[src/include/apb_periph_settings.svh]
// ~~~~~~~~~~~~~~~~~~~~~~~~~~~~~~~~~~~~~~~~~~~~~~~~~~
// Widths, channel counts and the address map of the APB
// peripheral subsystem. Include wherever a macro is needed
// ~~~~~~~~~~~~~~~~~~~~~~~~~~~~~~~~~~~~~~~~~~~~~~~~~~
`ifndef APB_PERIPH_SETTINGS_SVH
`define APB_PERIPH_SETTINGS_SVH

`define APB_ADDR_W 32
`define APB_DATA_W 32
`define NUM_GPIO 32
`define PWM_CH 4
`define PWM_CNT_W 16

// 4 KiB slots, slot index sits at bit SLOT_LSB
`define SLOT_LSB 12
`define SLOT_W 2
`define SLOT_GPIO 2'd0
`define SLOT_PWM 2'd1
`define SLOT_SOC 2'd2

// Register offsets within a slot
`define GPIO_DIR_OFS 12'h000
`define GPIO_OUT_OFS 12'h004
`define GPIO_IN_OFS 12'h008
`define PWM_CTRL_OFS 12'h000
`define PWM_PERIOD_OFS 12'h004
`define PWM_DUTY0_OFS 12'h008
`define SOC_CLUSTER_OFS 12'h000
`define SOC_GWT_CFG_OFS 12'h004

`endif
[src/design/apb_periph_pkg.sv]
// ~~~~~~~~~~~~~~~~~~~~~~~~~~~~~~~~~~~~~~~~~~~~~~~~~~
// Bus and configuration types shared by the decoder,
// the peripherals and the top level
// ~~~~~~~~~~~~~~~~~~~~~~~~~~~~~~~~~~~~~~~~~~~~~~~~~~
`include "apb_periph_settings.svh"

package apb_periph_pkg;

   // One APB request as driven by the master
   typedef struct packed {
      logic [`APB_ADDR_W-1:0] paddr;
      logic [`APB_DATA_W-1:0] pwdata;
      logic                   pwrite;
      logic                   psel;
      logic                   penable;
   } apb_req_t;

   // Slave answer, zero wait states everywhere
   typedef struct packed {
      logic [`APB_DATA_W-1:0] prdata;
      logic                   pready;
      logic                   pslverr;
   } apb_rsp_t;

   // PWM configuration from the register block to the generator
   typedef struct packed {
      logic                                en;
      logic [`PWM_CNT_W-1:0]               period;
      logic [`PWM_CH-1:0][`PWM_CNT_W-1:0] duty;
   } pwm_cfg_t;

   // Cluster control, fetch_en is bit 0 of the CLUSTER register
   typedef struct packed {
      logic cluster_rstn;
      logic en_sa_boot;
      logic fetch_en;
   } cluster_ctrl_t;

endpackage

[src/design/apb_periph_top.sv]
// ~~~~~~~~~~~~~~~~~~~~~~~~~~~~~~~~~~~~~~~~~~~~~~~~~~
// APB peripheral subsystem: one slave port decoded to
// GPIO, PWM timer and SoC control slots
// ~~~~~~~~~~~~~~~~~~~~~~~~~~~~~~~~~~~~~~~~~~~~~~~~~~
`include "apb_periph_settings.svh"

module apb_periph_top
   import apb_periph_pkg::*;
(
   input  logic                   clk_i,
   input  logic                   rst_i,
   input  apb_req_t               apb_req_i,
   output apb_rsp_t               apb_rsp_o,
   input  logic [`NUM_GPIO-1:0]   gpio_i,
   output logic [`NUM_GPIO-1:0]   gpio_o,
   output logic [`NUM_GPIO-1:0]   gpio_oe_o,
   output logic [`PWM_CH-1:0]     pwm_o,
   output cluster_ctrl_t          cluster_o,
   input  logic [`APB_DATA_W-1:0] gwt_cfg_i,
   input  logic                   gwt_cfg_ie_i,
   output logic [`APB_DATA_W-1:0] gwt_cfg_o
);

   apb_req_t gpio_req;
   apb_req_t pwm_req;
   apb_req_t soc_req;
   apb_rsp_t gpio_rsp;
   apb_rsp_t pwm_rsp;
   apb_rsp_t soc_rsp;
   pwm_cfg_t pwm_cfg;

   apb_periph_decode i_decode (
      .clk_i      ( clk_i     ),
      .rst_i      ( rst_i     ),
      .req_i      ( apb_req_i ),
      .rsp_o      ( apb_rsp_o ),
      .gpio_req_o ( gpio_req  ),
      .pwm_req_o  ( pwm_req   ),
      .soc_req_o  ( soc_req   ),
      .gpio_rsp_i ( gpio_rsp  ),
      .pwm_rsp_i  ( pwm_rsp   ),
      .soc_rsp_i  ( soc_rsp   )
   );

   gpio_ctrl i_gpio (
      .clk_i     ( clk_i     ),
      .rst_i     ( rst_i     ),
      .req_i     ( gpio_req  ),
      .rsp_o     ( gpio_rsp  ),
      .gpio_i    ( gpio_i    ),
      .gpio_o    ( gpio_o    ),
      .gpio_oe_o ( gpio_oe_o )
   );

   pwm_regs i_pwm_regs (
      .clk_i ( clk_i   ),
      .rst_i ( rst_i   ),
      .req_i ( pwm_req ),
      .rsp_o ( pwm_rsp ),
      .cfg_o ( pwm_cfg )
   );

   pwm_gen i_pwm_gen (
      .clk_i ( clk_i   ),
      .rst_i ( rst_i   ),
      .cfg_i ( pwm_cfg ),
      .pwm_o ( pwm_o   )
   );

   soc_ctrl_regs i_soc_ctrl (
      .clk_i        ( clk_i        ),
      .rst_i        ( rst_i        ),
      .req_i        ( soc_req      ),
      .rsp_o        ( soc_rsp      ),
      .cluster_o    ( cluster_o    ),
      .gwt_cfg_i    ( gwt_cfg_i    ),
      .gwt_cfg_ie_i ( gwt_cfg_ie_i ),
      .gwt_cfg_o    ( gwt_cfg_o    )
   );

endmodule

[src/design/soc_ctrl_regs.sv]
// ~~~~~~~~~~~~~~~~~~~~~~~~~~~~~~~~~~~~~~~~~~~~~~~~~~
// SoC control slave: cluster fetch enable, boot mode and
// reset, plus a config word with an external load port
// ~~~~~~~~~~~~~~~~~~~~~~~~~~~~~~~~~~~~~~~~~~~~~~~~~~
`include "apb_periph_settings.svh"

module soc_ctrl_regs
   import apb_periph_pkg::*;
(
   input  logic                   clk_i,
   input  logic                   rst_i,
   input  apb_req_t               req_i,
   output apb_rsp_t               rsp_o,
   output cluster_ctrl_t          cluster_o,
   input  logic [`APB_DATA_W-1:0] gwt_cfg_i,
   input  logic                   gwt_cfg_ie_i,
   output logic [`APB_DATA_W-1:0] gwt_cfg_o
);

   logic [`SLOT_LSB-1:0]   ofs;
   logic                   wr_en;
   cluster_ctrl_t          cluster_q;
   logic [`APB_DATA_W-1:0] gwt_q;
   logic [`APB_DATA_W-1:0] rdata;

   assign ofs   = req_i.paddr[`SLOT_LSB-1:0];
   assign wr_en = req_i.psel && req_i.penable && req_i.pwrite;

   // Cleared cluster_rstn keeps the cluster in reset
   always_ff @(posedge clk_i) begin
      if (rst_i) begin
         cluster_q <= '0;
      end else if (wr_en && ofs == `SOC_CLUSTER_OFS) begin
         cluster_q <= req_i.pwdata[$bits(cluster_ctrl_t)-1:0];
      end
   end

   // External load wins over a bus write in the same cycle
   always_ff @(posedge clk_i) begin
      if (rst_i) begin
         gwt_q <= '0;
      end else if (gwt_cfg_ie_i) begin
         gwt_q <= gwt_cfg_i;
      end else if (wr_en && ofs == `SOC_GWT_CFG_OFS) begin
         gwt_q <= req_i.pwdata;
      end
   end

   always_comb begin
      rdata = '0;
      case (ofs)
         `SOC_CLUSTER_OFS: rdata[$bits(cluster_ctrl_t)-1:0] = cluster_q;
         `SOC_GWT_CFG_OFS: rdata = gwt_q;
         default:          rdata = '0;
      endcase
   end

   assign rsp_o.prdata  = (req_i.psel && !req_i.pwrite) ? rdata : '0;
   assign rsp_o.pready  = req_i.psel && req_i.penable;
   assign rsp_o.pslverr = 1'b0;

   assign cluster_o = cluster_q;
   assign gwt_cfg_o = gwt_q;

endmodule

[src/design/pwm_gen.sv]
// ~~~~~~~~~~~~~~~~~~~~~~~~~~~~~~~~~~~~~~~~~~~~~~~~~~
// PWM period counter with a registered duty compare per
// channel, driven by the configuration from pwm_regs
// ~~~~~~~~~~~~~~~~~~~~~~~~~~~~~~~~~~~~~~~~~~~~~~~~~~
`include "apb_periph_settings.svh"

module pwm_gen
   import apb_periph_pkg::*;
(
   input  logic               clk_i,
   input  logic               rst_i,
   input  pwm_cfg_t           cfg_i,
   output logic [`PWM_CH-1:0] pwm_o
);

   logic [`PWM_CNT_W-1:0] cnt_q;
   logic [`PWM_CH-1:0]    pwm_q;

   // Counts 0..period, held at zero while disabled
   always_ff @(posedge clk_i) begin
      if (rst_i || !cfg_i.en) begin
         cnt_q <= '0;
      end else if (cnt_q >= cfg_i.period) begin
         cnt_q <= '0;
      end else begin
         cnt_q <= cnt_q + 1'b1;
      end
   end

   always_ff @(posedge clk_i) begin
      if (rst_i) begin
         pwm_q <= '0;
      end else begin
         for (int n = 0; n < `PWM_CH; n++) begin
            pwm_q[n] <= cfg_i.en && (cnt_q < cfg_i.duty[n]);
         end
      end
   end

   assign pwm_o = pwm_q;

   // A shorter period only takes hold at the next wrap check
   a_cnt_in_period: assert property (@(posedge clk_i) disable iff (rst_i)
      cfg_i.en && $past(cfg_i.en) && ($past(cfg_i.period) == cfg_i.period)
      |-> cnt_q <= cfg_i.period);

endmodule

[src/design/pwm_regs.sv]
// ~~~~~~~~~~~~~~~~~~~~~~~~~~~~~~~~~~~~~~~~~~~~~~~~~~
// PWM register block: enable, period and one duty per
// channel, written and read back over APB
// ~~~~~~~~~~~~~~~~~~~~~~~~~~~~~~~~~~~~~~~~~~~~~~~~~~
`include "apb_periph_settings.svh"

module pwm_regs
   import apb_periph_pkg::*;
(
   input  logic     clk_i,
   input  logic     rst_i,
   input  apb_req_t req_i,
   output apb_rsp_t rsp_o,
   output pwm_cfg_t cfg_o
);

   localparam int unsigned OFS_W = `SLOT_LSB;

   logic [OFS_W-1:0]       ofs;
   logic                   wr_en;
   pwm_cfg_t               cfg_q;
   logic [`APB_DATA_W-1:0] rdata;

   assign ofs   = req_i.paddr[OFS_W-1:0];
   assign wr_en = req_i.psel && req_i.penable && req_i.pwrite;

   always_ff @(posedge clk_i) begin
      if (rst_i) begin
         cfg_q <= '0;
      end else if (wr_en) begin
         case (ofs)
            `PWM_CTRL_OFS:   cfg_q.en <= req_i.pwdata[0];
            `PWM_PERIOD_OFS: cfg_q.period <= req_i.pwdata[`PWM_CNT_W-1:0];
            default: begin
               // Duty registers are one word apart from DUTY0
               for (int i = 0; i < `PWM_CH; i++) begin
                  if (ofs == `PWM_DUTY0_OFS + OFS_W'(4 * i)) begin
                     cfg_q.duty[i] <= req_i.pwdata[`PWM_CNT_W-1:0];
                  end
               end
            end
         endcase
      end
   end

   always_comb begin
      rdata = '0;
      case (ofs)
         `PWM_CTRL_OFS:   rdata[0] = cfg_q.en;
         `PWM_PERIOD_OFS: rdata[`PWM_CNT_W-1:0] = cfg_q.period;
         default: begin
            for (int i = 0; i < `PWM_CH; i++) begin
               if (ofs == `PWM_DUTY0_OFS + OFS_W'(4 * i)) begin
                  rdata[`PWM_CNT_W-1:0] = cfg_q.duty[i];
               end
            end
         end
      endcase
   end

   assign rsp_o.prdata  = (req_i.psel && !req_i.pwrite) ? rdata : '0;
   assign rsp_o.pready  = req_i.psel && req_i.penable;
   assign rsp_o.pslverr = 1'b0;

   assign cfg_o = cfg_q;

endmodule

[src/design/gpio_ctrl.sv]
// ~~~~~~~~~~~~~~~~~~~~~~~~~~~~~~~~~~~~~~~~~~~~~~~~~~
// GPIO slave with DIR and OUT registers and a two flop
// synchronizer feeding the read-only IN register
// ~~~~~~~~~~~~~~~~~~~~~~~~~~~~~~~~~~~~~~~~~~~~~~~~~~
`include "apb_periph_settings.svh"

module gpio_ctrl
   import apb_periph_pkg::*;
(
   input  logic                 clk_i,
   input  logic                 rst_i,
   input  apb_req_t             req_i,
   output apb_rsp_t             rsp_o,
   input  logic [`NUM_GPIO-1:0] gpio_i,
   output logic [`NUM_GPIO-1:0] gpio_o,
   output logic [`NUM_GPIO-1:0] gpio_oe_o
);

   logic [`SLOT_LSB-1:0]       ofs;
   logic                       wr_en;
   logic [`NUM_GPIO-1:0]       dir_q;
   logic [`NUM_GPIO-1:0]       out_q;
   logic [1:0][`NUM_GPIO-1:0] sync_q;
   logic [`APB_DATA_W-1:0]     rdata;

   assign ofs   = req_i.paddr[`SLOT_LSB-1:0];
   assign wr_en = req_i.psel && req_i.penable && req_i.pwrite;

   always_ff @(posedge clk_i) begin
      if (rst_i) begin
         dir_q  <= '0;
         out_q  <= '0;
         sync_q <= '0;
      end else begin
         sync_q[0] <= gpio_i;
         sync_q[1] <= sync_q[0];
         if (wr_en && ofs == `GPIO_DIR_OFS) begin
            dir_q <= req_i.pwdata;
         end
         if (wr_en && ofs == `GPIO_OUT_OFS) begin
            out_q <= req_i.pwdata;
         end
      end
   end

   always_comb begin
      case (ofs)
         `GPIO_DIR_OFS: rdata = dir_q;
         `GPIO_OUT_OFS: rdata = out_q;
         `GPIO_IN_OFS:  rdata = sync_q[1];
         default:       rdata = '0;
      endcase
   end

   assign rsp_o.prdata  = (req_i.psel && !req_i.pwrite) ? rdata : '0;
   assign rsp_o.pready  = req_i.psel && req_i.penable;
   assign rsp_o.pslverr = 1'b0;

   assign gpio_o    = out_q;
   assign gpio_oe_o = dir_q;

   a_oe_known: assert property (@(posedge clk_i) disable iff (rst_i)
      !$isunknown(gpio_oe_o));

endmodule

[src/design/apb_periph_decode.sv]
// ~~~~~~~~~~~~~~~~~~~~~~~~~~~~~~~~~~~~~~~~~~~~~~~~~~
// Fans the APB slave port out to the peripheral slots.
// Slot 3 is unmapped and answered here with an error
// ~~~~~~~~~~~~~~~~~~~~~~~~~~~~~~~~~~~~~~~~~~~~~~~~~~
`include "apb_periph_settings.svh"

module apb_periph_decode
   import apb_periph_pkg::*;
(
   input  logic     clk_i,
   input  logic     rst_i,
   input  apb_req_t req_i,
   output apb_rsp_t rsp_o,
   output apb_req_t gpio_req_o,
   output apb_req_t pwm_req_o,
   output apb_req_t soc_req_o,
   input  apb_rsp_t gpio_rsp_i,
   input  apb_rsp_t pwm_rsp_i,
   input  apb_rsp_t soc_rsp_i
);

   logic [`SLOT_W-1:0] slot;
   logic               err_sel;

   assign slot    = req_i.paddr[`SLOT_LSB +: `SLOT_W];
   assign err_sel = req_i.psel && (slot != `SLOT_GPIO) && (slot != `SLOT_PWM)
                    && (slot != `SLOT_SOC);

   // Same request to every slot, only the addressed one sees psel
   always_comb begin
      gpio_req_o      = req_i;
      pwm_req_o       = req_i;
      soc_req_o       = req_i;
      gpio_req_o.psel = req_i.psel && (slot == `SLOT_GPIO);
      pwm_req_o.psel  = req_i.psel && (slot == `SLOT_PWM);
      soc_req_o.psel  = req_i.psel && (slot == `SLOT_SOC);
   end

   always_comb begin
      case (slot)
         `SLOT_GPIO: rsp_o = gpio_rsp_i;
         `SLOT_PWM:  rsp_o = pwm_rsp_i;
         `SLOT_SOC:  rsp_o = soc_rsp_i;
         default: begin
            rsp_o.prdata  = '0;
            rsp_o.pready  = err_sel && req_i.penable;
            rsp_o.pslverr = err_sel && req_i.penable;
         end
      endcase
   end

   // Access phase must follow a setup phase
   a_setup_before_access: assert property (@(posedge clk_i) disable iff (rst_i)
      req_i.psel && req_i.penable |-> $past(req_i.psel && !req_i.penable));

   a_one_slot: assert property (@(posedge clk_i) disable iff (rst_i)
      req_i.psel |-> $onehot({gpio_req_o.psel, pwm_req_o.psel, soc_req_o.psel, err_sel}));

endmodule

[config.mk]
export PLATFORM = sky130hd
export DESIGN_NAME = apb_periph_top
export DESIGN_NICKNAME = d
export VERILOG_FILES = /design/src/design/apb_periph_pkg.sv /design/src/design/apb_periph_top.sv /design/src/design/soc_ctrl_regs.sv /design/src/design/pwm_gen.sv /design/src/design/pwm_regs.sv /design/src/design/gpio_ctrl.sv /design/src/design/apb_periph_decode.sv
export VERILOG_INCLUDE_DIRS = /design/src /design/src/include
export SDC_FILE = /design/constraint.sdc
export NUM_CORES = 1
export LEC_CHECK = 0
export BUFFER_PORTS_ARGS = -buffer_cell sky130_fd_sc_hd__buf_2
export CAP_MARGIN = 15
export CORE_MARGIN = 2
export CORE_UTILIZATION = 25
export DETAILED_ROUTE_END_ITERATION = 7
export PLACE_DENSITY = 0.54
export SKIP_CTS_REPAIR_TIMING = 1
export SYNTH_ARGS = -nofsm -noshare
export SYNTH_HDL_FRONTEND = slang
export SYNTH_SLANG_ARGS = --single-unit
export TNS_END_PERCENT = 50
[constraint.sdc]
create_clock -name clk_i -period 3.7 [get_ports clk_i]
set_input_delay 0.555 -clock clk_i [delete_from_list [all_inputs] [get_ports clk_i]]
set_output_delay 0.555 -clock clk_i [all_outputs]
set_load 0.02 [all_outputs]
# Yosys cells after proc, flatten, opt, wreduce, memory -nomap -nowiden

Index checks and enable logic that the tools add are counted.

Output and inout bits: 137
Logic and storage cells: 86
Bits of input ports: 134
Bits in registers: 264

$add $sub $neg: 1
Equal/unequal tests: 9
$lt $le $gt $ge: 5
Muxes and demuxes: 15
Reduce and logical (&&, ||, !) cells: 39
Bitwise operators: 1

Operators with widths:

| cell                                                  | count |
|---|---|
| two-way mux 32 bit                                    | 4 |
| case mux 34 bit (3 select lines)                      | 1 |
| case mux 32 bit (3 select lines)                      | 1 |
| two-way mux 16 bit                                    | 5 |
| less-than comparator 16 bit                           | 4 |
| case mux 15 bit (2 select lines)                      | 1 |
| two-way mux 29 bit                                    | 1 |
| == test 12 x 4 -> 1 bit, second input constant        | 2 |
| == test 12 x 5 -> 1 bit, second input constant        | 2 |
| logical AND 1 bit                                     | 24 |
| adder 16 x 1 -> 16 bit, second input constant         | 1 |
| >= comparator 16 bit                                  | 1 |
| == test 12 x 3 -> 1 bit, second input constant        | 1 |
| zero test 12 bit                                      | 1 |
| AND reduction 3 bit                                   | 4 |
| case mux 3 bit (2 select lines)                       | 1 |
| AND reduction 2 bit                                   | 2 |
| nonzero test 2 bit                                    | 2 |
| OR reduction 2 bit                                    | 2 |
| == test 2 x 1 -> 1 bit, second input constant         | 1 |
| == test 2 bit, second input constant                  | 1 |
| zero test 1 bit                                       | 2 |
| zero test 2 bit                                       | 1 |
| inequality test 2 x 1 -> 1 bit, second input constant | 1 |
| 4 further kinds                                       | 4 |

# Depth between registers and ports, before layout

Gate-level depths: netlist (run 1).

Word-level depth: 8
Gate-level depth with buffers: 9
Gate-level depth less buffers: 8

# Cells and area by module

From an unflattened synthesis (run 1), not the netlist that was laid out.

Cell total of the unflattened synthesis: 1961
Area, all modules: 17013.8 um^2

Modules (own cells, without submodules):

| module            | instances | seq. area each (um^2) | area an instance (um^2) | cells each |
|---|---|---|---|---|
| gpio_ctrl         | 1         | 2562.5                | 5291.3                  | 505 |
| pwm_regs          | 1         | 1621.6                | 3801.1                  | 491 |
| soc_ctrl_regs     | 1         | 700.7                 | 2763.9                  | 334 |
| pwm_gen           | 1         | 400.4                 | 2622.5                  | 344 |
| apb_periph_decode | 1         | 0.0                   | 2534.9                  | 287 |

# Worst setup path after synthesis (run 1)

No wires, ideal clock.

Path kind: input to output
Start point: input port apb_req_i[40] (netlist name)
End point: output port apb_rsp_o[8] (netlist name)
Data required time: 3145 ps
Stages: 7
Slack: 187 ps
Arrival time: 2958 ps
Path buffers: 2
Cells stage by stage: or4_4 > or4_4 > nor2b_1 > clkbuf_2 > buf_2 > a221oi_1 > o311ai_0

RTL lines:

| what               | RTL line             | source |
|---|---|---|
| start: declaration | apb_periph_top.sv:12 | `input apb_req_t apb_req_i,` |
| end: declaration   | apb_periph_top.sv:13 | `output apb_rsp_t apb_rsp_o,` |

==> results of run 1 <==
## flip-flops by register name (all words and copies together) (netlist names)
signal	cells
i_gpio.gpio_o	32
i_gpio.gpio_oe_o	32
i_gpio.sync_q	64
i_pwm_gen.cnt_q	16
i_pwm_gen.pwm_o	4
i_pwm_regs.cfg_o	81
i_soc_ctrl.cluster_o	3
i_soc_ctrl.gwt_cfg_o	32
## cell families after synthesis
| kind of cell | after synthesis | share of synthesized area, % |
|---|---|---|
| xor gates and xnor gates | 14 | 0.968 |
| DFF | 264 | 41.7 |
| muxes | 86 | 6.81 |
| buffers and inverters | 199 | 6.26 |
| adders and majority gates | 77 | 7.61 |
| and+or+nand+nor | 567 | 20.7 |
| AOI/OAI and AO/OA | 310 | 16.0 |
## synth_stat cells (5+ instances only)
cell,count
a211oi_1,36
a21o_1,17
a21oi_1,134
a221oi_1,18
a222oi_1,18
a22oi_1,13
and3_1,9
buf_1,7
buf_2,20
clkbuf_1,89
dfxtp_1,264
ha_1,77
inv_1,78
mux2i_1,85
nand2_1,192
nand2b_1,5
nand3_1,108
nand4_1,7
nor2_1,141
nor2b_1,72
o21ai_0,35
o21ai_2,8
o311ai_0,13
xnor2_1,5
xor2_1,9
## critical path: stages
cell and delay [ns]:
buf_2 0.11, or4_4 0.60, or4_4 0.57, or4_1 0.60, o221ai_1 0.37, buf_2 0.24
## power breakdown
part	internal (uW)	total, uW	switching, uW
Clock	1670	2870	1190
Combinational	136	375	238
Sequential	2900	2930	31.7
## stage by stage
stage / total power, uW / hold slack, ns / util (%)
after floorplan: 3190 / 0.414 / -
after global placement: 3370 / 0.418 / 29.5
after detailed placement: 3370 / 0.422 / 29.5
after CTS: 6240 / 0.175 / 31.3
after global routing: 6410 / 0.184 / 31.4
final: 6170 / 0.201 / 31.4
## routing by layer
| metal | track usage, % | up-vias | wire length [um] |
|---|---|---|---|
| li1 | - | 5667 | - |
| met1 | 19.5 | 5541 | 18100 |
| met2 | 27.9 | 394 | 21100 |
| met3 | 4.25 | 85 | 3470 |
| met4 | 5.95 | 6 | 1520 |
| met5 | 0 | - | 34 |
## cell type report
class                   instances  area, um^2  share of cell area (%)
well taps                     672         841                    5.35
clock inverters                14         130                   0.829
flip-flops and latches        264        5290                    33.7
diodes                          3        7.51                  0.0478
clock buffers                  38         810                    5.16
multi-input cells            1054        6610                    42.1
inverters                      78         293                    1.86
repair buffers                298        1730                    11.0
## worst paths after layout
path	startpoint	endpoint
min	gpio_i[20]	i_gpio.sync_q[20]
min reg2reg	i_gpio.sync_q[5]	i_gpio.sync_q[37]
max reg2reg	i_pwm_gen.cnt_q[2]	i_pwm_gen.cnt_q[7]
max	apb_req_i[40]	apb_rsp_o[2]
==> run_results.csv, run 1 <==
group,metric,value,unit
routing,route.vias.total,11700,
job,maxCapViolCount,0,
timing,unrepaired_setup_endpoints_after_global_routing,"no",
timing,finalSetupTns,0,ns
timing,post-route-period-util,97.5,%
timing,final-max-slew-violation-count,0,
placed_design,place_hpwl,33100,um
cts,clock_sink_count,264,
routing,drtIter0Drc,751,
critical_path,critical_path_required,3.14,ns
global_route,antenna_found_initial,6,
global_route,grt_pass1_wl,67400,um
logic_synthesis,ys_async_sr_fraction,0,%
pwr,power.ir.vdd_worst,0.000382,V
floorplanning,initial_utilization,25.3,%
finish,final_cell_mix,"264 x dfxtp_1, 251 x buf_2, 192 x nand2_1",
cts,cts_buffer_count,29,
cts,max_buffers_root_to_sink,3,
placed_design,gp_routability_congestion,0.844,
cts,cts_max_level,1,
placed_design,place_area,14800,um^2
routing,wl_per_cell,18.3,um
logic_synthesis,synth.yosys.seq_area_share,41.7,%
cts,tritoncts,"yes",
pwr,p_leak,0.00623,uW
finish,drive_gt1_share,21.4,%
worst_hold_path,worstHoldPathType,"input pin to flip-flop",
critical_path,timing.critical_path.fanout_max,5,
logic_synthesis,number_of_enable_type_register_cells_in_the_synthesized_netlist,0,
timing,finalHoldViolations,0,
timing,final_worst_path_period_need,3.61,ns
finish,instances_no_fill,2421,
timing,timing.clock.skew,0.0125,ns
routing,route.antenna.remaining_nets,0,
logic_synthesis,number_of_warnings_printed_during_yosys_synthesis,0,
finish,layout.cells.most_common,"dfxtp_1",
routing,route.detailed.vias_per_inst,4.83,
logic_synthesis,synth.net_count,1728,
routing,drt_wirelength,44200,um
critical_path,cp_data_arrival_time,3.05,ns
global_route,grt_usage,16.3,%
logic_synthesis,synth_flop_cell,"dfxtp_1",
global_route,grt_start_max_net_pins,144,
floorplanning,die_area,52500,um^2
logic_synthesis,yosys-top-cells-area,"dfxtp_1 42%, ha_1 7.6%, mux2i_1 6.7%",
logic_synthesis,synth_top_cell_area_share,41.7,%
logic_synthesis,postSynthCellCount,1517,
floorplanning,coreArea,50100,um^2
global_route,overflow,0,
worst_hold_path,hold_path_depth,2,
critical_path,crit_type,"input pin to primary output",
timing,final.setup.worst_slack,0.0926,ns
critical_path,crit_path_start_kind,"input pin",
timing,maxClockFrequency,0.277,GHz
floorplanning,die_x,229,um
routing,residual_drc,0,
logic_synthesis,synth_area_leader_cell,"dfxtp_1",
logic_synthesis,synthesis.area_per_instance,8.35,um^2
logic_synthesis,synth-seq-cells,264,
placed_design,placement.io_buffers,252,
finish,area_growth,24.0,%
finish,final_nets,1936,
cts,path_clk_slew,0.06,ns
pwr,power_density,393,nW/um^2
global_route,number_of_global_route_vias_before_repair,11500,
logic_synthesis,yosys.cell_types.count,52,
critical_path,endpoint_kind,"primary output",
critical_path,timing.reg2reg.setup_slack,1.38,ns
floorplanning,io-pin-count,271,
timing,timing_worst_slew_pin_value,0.809,ns
logic_synthesis,synth_area,12700,um^2
routing,total_iterations_of_the_first_detailed_routing_run,6,
finish,final_cell_area,15700,um^2
timing,setup_viol_count_final,0,
critical_path,timing.reg2reg.worst_path_depth,7,
floorplanning,die_h,229,um
placed_design,numPlacedInstances,2366,
cts,cts_root_buffer,"clkbuf_16",
placed_design,pre_cts_slack,0.0501,ns
finish,final.fill_count,5399,
outcome,outcome,"finished, final reports clean",
floorplanning,placement_rows,82,
cts,clkLatencyLatePin,0.56,ns
timing,slew-limit-headroom,46.1,%
No activity file was read; power rests on OpenSTA's default activity.
==> run 2: changes to the inputs <==
--- a/config.mk
+++ b/config.mk
@@ -6,12 +6,12 @@
 export SDC_FILE = /design/constraint.sdc
 export NUM_CORES = 1
 export LEC_CHECK = 0
-export BUFFER_PORTS_ARGS = -buffer_cell sky130_fd_sc_hd__buf_2
 export CAP_MARGIN = 15
-export CORE_MARGIN = 2
+export CORE_MARGIN = 3
 export CORE_UTILIZATION = 25
 export DETAILED_ROUTE_END_ITERATION = 7
-export PLACE_DENSITY = 0.54
+export DONT_BUFFER_PORTS = 1
+export PLACE_DENSITY = 0.49
 export SKIP_CTS_REPAIR_TIMING = 1
 export SYNTH_ARGS = -nofsm -noshare
 export SYNTH_HDL_FRONTEND = slang
==> run_results.csv, run 2 (synthesis results as in run 1) <==
group,metric,value,unit
outcome,outcome,"finished, final reports clean",
global_route,globalRouteMet1Util,19.7,%
finish,final.fill_count,5334,
timing,post-route-period-util,96.1,%
cts,clock_sink_count,264,
timing,hold_slack,0.0847,ns
placed_design,placement.io_buffers,0,
floorplanning,die_area,53400,um^2
routing,drtIter0Drc,720,
critical_path,worst_path_largest_cell_delay,0.57,ns
finish,multi_input_comb_area,6630,um^2
global_route,antenna_found_initial,4,
finish,final-seq-area,5290,um^2
global_route,grt_pass1_wl,68100,um
critical_path,critical_path_required,3.14,ns
placed_design,gp_routability_congestion,0.822,
timing,final_worst_path_period_need,3.56,ns
critical_path,crit_path_start_kind,"input pin",
routing,drt_wirelength,45300,um
timing,setup_viol_count_final,0,
routing,route.detailed.vias_per_inst,5.05,
timing,maxClockFrequency,0.281,GHz
critical_path,timing.reg2reg.worst_path_depth,8,
worst_hold_path,hold_path_depth,1,
pwr,p_int,4920,uW
pwr,power_density,425,nW/um^2
floorplanning,io-pin-count,271,
routing,route.vias.total,11100,
cts,cts_buffer_count,31,
finish,area_growth,17.0,%
floorplanning,initial_utilization,25.6,%
finish,final_cell_mix,"264 x dfxtp_1, 192 x nand2_1, 141 x nor2_1",
cts,cts_root_buffer,"clkbuf_16",
finish,final_nets,1708,
pwr,power.share.clock,50.6,%
placed_design,place_hpwl,32300,um
cts,tritoncts,"yes",
cts,clkLatencyLatePin,0.57,ns
critical_path,worst_path_cell_trace,"or4_1 -> nor3_1 -> nand4_1 -> or2_2 -> o311ai_2 -> buf_4 -> buf_12",
global_route,overflow,0,
pwr,power.ir.vdd_worst,0.000287,V
routing,total_iterations_of_the_first_detailed_routing_run,7,
global_route,grt_usage,16.4,%
critical_path,endpoint_kind,"primary output",
timing,final-max-slew-violation-count,0,
cts,max_buffers_root_to_sink,3,
pwr,sequentialPowerShare,47.2,%
pwr,power_switching,1370,uW
timing,finalHoldViolations,0,
critical_path,cp_data_arrival_time,3.00,ns
routing,wl_per_cell,20.7,um
timing,unrepaired_setup_endpoints_after_global_routing,"yes",
timing,slew-limit-headroom,46.6,%
finish,final_core_util,30.0,%
finish,drive_gt1_share,9.61,%
global_route,number_of_global_route_vias_before_repair,11200,
routing,route.antenna.remaining_nets,0,
worst_hold_path,worstHoldPathType,"input pin to flip-flop",
critical_path,crit_type,"input pin to primary output",
floorplanning,coreArea,49500,um^2
global_route,met3_usage,4.99,%
timing,timing_worst_slew_pin_value,0.801,ns
cts,path_clk_slew,0.06,ns
cts,cts_max_level,1,
finish,layout.cells.most_common,"dfxtp_1",
pwr,p_leak,0.00524,uW
pwr,swShare,21.8,%
critical_path,timing.critical_path.slowest_stage_cell,"or4_1",
floorplanning,die_h,231,um
floorplanning,placement_rows,81,
finish,number_of_flip_flops_in_the_largest_register,81,
routing,residual_drc,0,
timing,timing.clock.skew,0.00967,ns
pwr,power_frac_comb,2.2,%
critical_path,timing.critical_path.fanout_max,15,
job,maxCapViolCount,0,
global_route,grt_start_max_net_pins,246,
global_route,grt.met2_usage,27.3,%
floorplanning,die_x,231,um
global_route,layer_with_the_highest_usage,"met2",
## run 2: worst max-delay path: cells and delay by family
kind	cells	cell delay, ns
AND/OR/NAND/NOR	4	1.66
AO/OA/AOI/OAI	1	0.48
buffers and inverters	2	0.30
## run 2: final timing paths
check                     start                      end  slack (ns)
min                       rst_i  i_soc_ctrl.gwt_cfg_o[5]        0.08
min reg2reg    i_gpio.sync_q[2]        i_gpio.sync_q[34]        0.43
max               apb_req_i[44]             apb_rsp_o[9]        0.14
max reg2reg  i_pwm_gen.cnt_q[0]       i_pwm_gen.cnt_q[6]        1.40
## run 2: metrics by stage
step | setup slack [ns] | total power (uW) | TNS (ns) | std cells | instance area (um^2)
floorplan | 0.187 | 3190 | 0 | 1517 | 12700
global placement | -0.0399 | 3170 | -0.0399 | 2128 | 13700
detailed placement | -0.0254 | 3180 | -0.0387 | 2128 | 13700
CTS | -0.0339 | 6370 | -0.0556 | 2184 | 14800
global route | -0.00126 | 6500 | -0.00126 | 2186 | 14800
finish | 0.144 | 6290 | 0 | 2188 | 14800
## run 2: per-layer routing
| metal | vias to the layer above | wire (um) |
|---|---|---|
| li1 | 5218 | - |
| met1 | 5332 | 18600 |
| met2 | 406 | 21000 |
| met3 | 101 | 3870 |
| met4 | 0 | 1850 |
| met5 | - | 0 |
## run 2: layout make-up
type	instances	area share, %
repair buffers	68	4.80
diodes	4	0.0676
flip-flops and latches	264	35.7
inverters	78	1.98
well taps	664	5.61
clock inverters	11	1.05
clock buffers	45	6.06
multi-input cells	1054	44.8
## run 2: power by group through the flow
stage	clock network, uW	logic [uW]	registers (uW)
global route	3370	155	2980
finish	3180	138	2970
CTS	3260	140	2970
global placement	0	136	3040
detailed placement	0	139	3040
floorplan	0	178	3020
==> run 3: changes to the inputs <==
--- a/config.mk
+++ b/config.mk
@@ -7,11 +7,14 @@
 export NUM_CORES = 1
 export LEC_CHECK = 0
 export CAP_MARGIN = 15
+export CELL_PAD_IN_SITES_DETAIL_PLACEMENT = 0
+export CELL_PAD_IN_SITES_GLOBAL_PLACEMENT = 1
 export CORE_MARGIN = 3
 export CORE_UTILIZATION = 25
 export DETAILED_ROUTE_END_ITERATION = 7
 export DONT_BUFFER_PORTS = 1
-export PLACE_DENSITY = 0.49
+export PLACE_DENSITY = 0.59
+export SETUP_SLACK_MARGIN = 0.3
 export SKIP_CTS_REPAIR_TIMING = 1
 export SYNTH_ARGS = -nofsm -noshare
 export SYNTH_HDL_FRONTEND = slang
==> run_results.csv, run 3 (synthesis results as in run 1) <==
group,metric,value,unit
outcome,outcome,"finished, final reports clean",
routing,drtIter0Drc,795,
routing,wl_met3,3370,um
timing,setup_viol_count_final,0,
critical_path,timing.critical_path.slowest_stage_cell,"or4_4",
critical_path,critical_path_required,3.14,ns
placed_design,place_hpwl,31800,um
routing,detailroute.wirelength.met2,21700,um
global_route,grt_start_max_net_pins,246,
pwr,power_density,438,nW/um^2
cts,tritoncts,"yes",
job,maxCapViolCount,0,
routing,wl_per_cell,20.9,um
critical_path,worst_path_cell_trace,"or4_4 -> or4_4 -> nor2b_4 -> buf_12 -> a221oi_1 -> o311ai_2 -> buf_4 -> buf_12",
global_route,grt_pass1_wl,67500,um
timing,finalSetupTns,0,ns
timing,maxClockFrequency,0.290,GHz
finish,area_growth,18.7,%
cts,clock_sink_count,264,
finish,drive_gt1_share,10.3,%
cts,path_clk_slew,0.06,ns
routing,routed.top_layer,"met4",
critical_path,timing.critical_path.depth,8,
finish,number_of_flip_flops_in_the_largest_register,81,
pwr,power.ir.vdd_worst,0.000366,V
global_route,number_of_global_route_vias_before_repair,10700,
critical_path,crit_path_start_kind,"input pin",
timing,slew-limit-headroom,47.0,%
routing,residual_drc,0,
timing,post-route-period-util,93.2,%
global_route,grt_usage,16.3,%
floorplanning,initial_utilization,25.6,%
timing,final-max-slew-violation-count,0,
global_route,overflow,0,
routing,route.detailed.vias_per_inst,4.94,
routing,drt_wirelength,45900,um
routing,route.vias.total,10800,
timing,final_worst_path_period_need,3.45,ns
critical_path,worst_path_largest_cell_delay,0.61,ns
finish,final_cell_mix,"264 x dfxtp_1, 192 x nand2_1, 141 x nor2_1",
timing,timing.clock.skew,0.0139,ns
routing,total_iterations_of_the_first_detailed_routing_run,5,
cts,cts_root_buffer,"clkbuf_16",
placed_design,placement.io_buffers,0,
routing,route.antenna.remaining_nets,0,
floorplanning,die_area,53400,um^2
placed_design,gp_routability_congestion,0.809,
global_route,antenna_found_initial,2,
finish,instances_no_fill,2191,
critical_path,timing.reg2reg.worst_path_depth,6,
floorplanning,coreArea,49500,um^2
timing,unrepaired_setup_endpoints_after_global_routing,"yes",
floorplanning,io-pin-count,271,
critical_path,timing.critical_path.fanout_max,9,
cts,cts_buffer_count,31,
pwr,p_leak,0.00534,uW
critical_path,critical_path.n_buffers_inverters,3,
cts,clkLatencyLatePin,0.58,ns
routing,routedLengthMet1,19800,um
floorplanning,die_x,231,um
floorplanning,placement_rows,81,
critical_path,cp_data_arrival_time,2.89,ns
worst_hold_path,worstHoldPathType,"input pin to flip-flop",
timing,finalHoldViolations,0,
critical_path,endpoint_kind,"primary output",
cts,cts_max_level,1,
finish,layout.cells.most_common,"dfxtp_1",
timing,timing_worst_slew_pin_value,0.795,ns
finish,final_nets,1715,
floorplanning,die_h,231,um
critical_path,cpLargestDelayFamily,"simple AND/OR/NAND/NOR gates",
worst_hold_path,hold_path_depth,1,
critical_path,crit_type,"input pin to primary output",
placed_design,numPlacedInstances,2120,
cts,max_buffers_root_to_sink,3,
## run 3: layout make-up
cell class | instances | area (um^2)
antenna | 2 | 5.00
fill | 5306 | 34400
timing repair buffer | 75 | 815
tap | 664 | 831
multi-input combinational | 1054 | 6650
clock inverter | 12 | 264
sequential | 264 | 5290
clock buffer | 42 | 887
inverter | 78 | 293
## run 3: metal layers
metal  vias up  track usage [%]
met5         -                0
met4         0             3.74
met3        63             4.54
met2       314             27.4
met1      5220             20.7
li1       5229                -
## run 3: worst reg2reg max path, stage by stage (launching register included)
cell	delay [ns]
dfxtp_1	0.56
ha_1	0.24
o21ai_0	0.09
o21bai_1	0.26
a41oi_1	0.20
o311ai_0	0.57
o311ai_0	0.27
## run 3: path summary, 6_finish.rpt
| check | start | endpoint | slack, ns |
|---|---|---|---|
| setup reg to reg | i_pwm_gen.cnt_q[2] | i_pwm_gen.pwm_o[1] | 1.36 |
| setup / recovery | apb_req_i[41] | apb_rsp_o[9] | 0.25 |
| hold reg to reg | i_gpio.sync_q[22] | i_gpio.sync_q[54] | 0.43 |
| hold / removal | rst_i | i_soc_ctrl.gwt_cfg_o[4] | 0.08 |
## run 3: per-stage QoR
step | power [uW] | setup slack, ns | instance area (um^2) | hold slack [ns] | util (%)
finish | 6580 | 0.251 | 15000 | 0.0768 | 30.4
global route | 6790 | 0.174 | 15000 | 0.0478 | 30.4
CTS | 6660 | 0.0919 | 14800 | 0.0441 | 29.9
detailed placement | 3170 | 0.0831 | 13600 | 0.420 | 27.6
global placement | 3170 | 0.100 | 13600 | 0.418 | 27.6
floorplan | 3190 | 0.228 | 12700 | 0.414 | -
## run 3: power breakdown
part | internal, uW | switching [uW] | total (uW) | leakage (uW)
sequential | 2900 | 70.0 | 2970 | 0.00215
clock | 2220 | 1250 | 3470 | 0.000566
combinational | 72.5 | 65.0 | 138 | 0.00263
total | 5190 | 1390 | 6580 | 0.00534
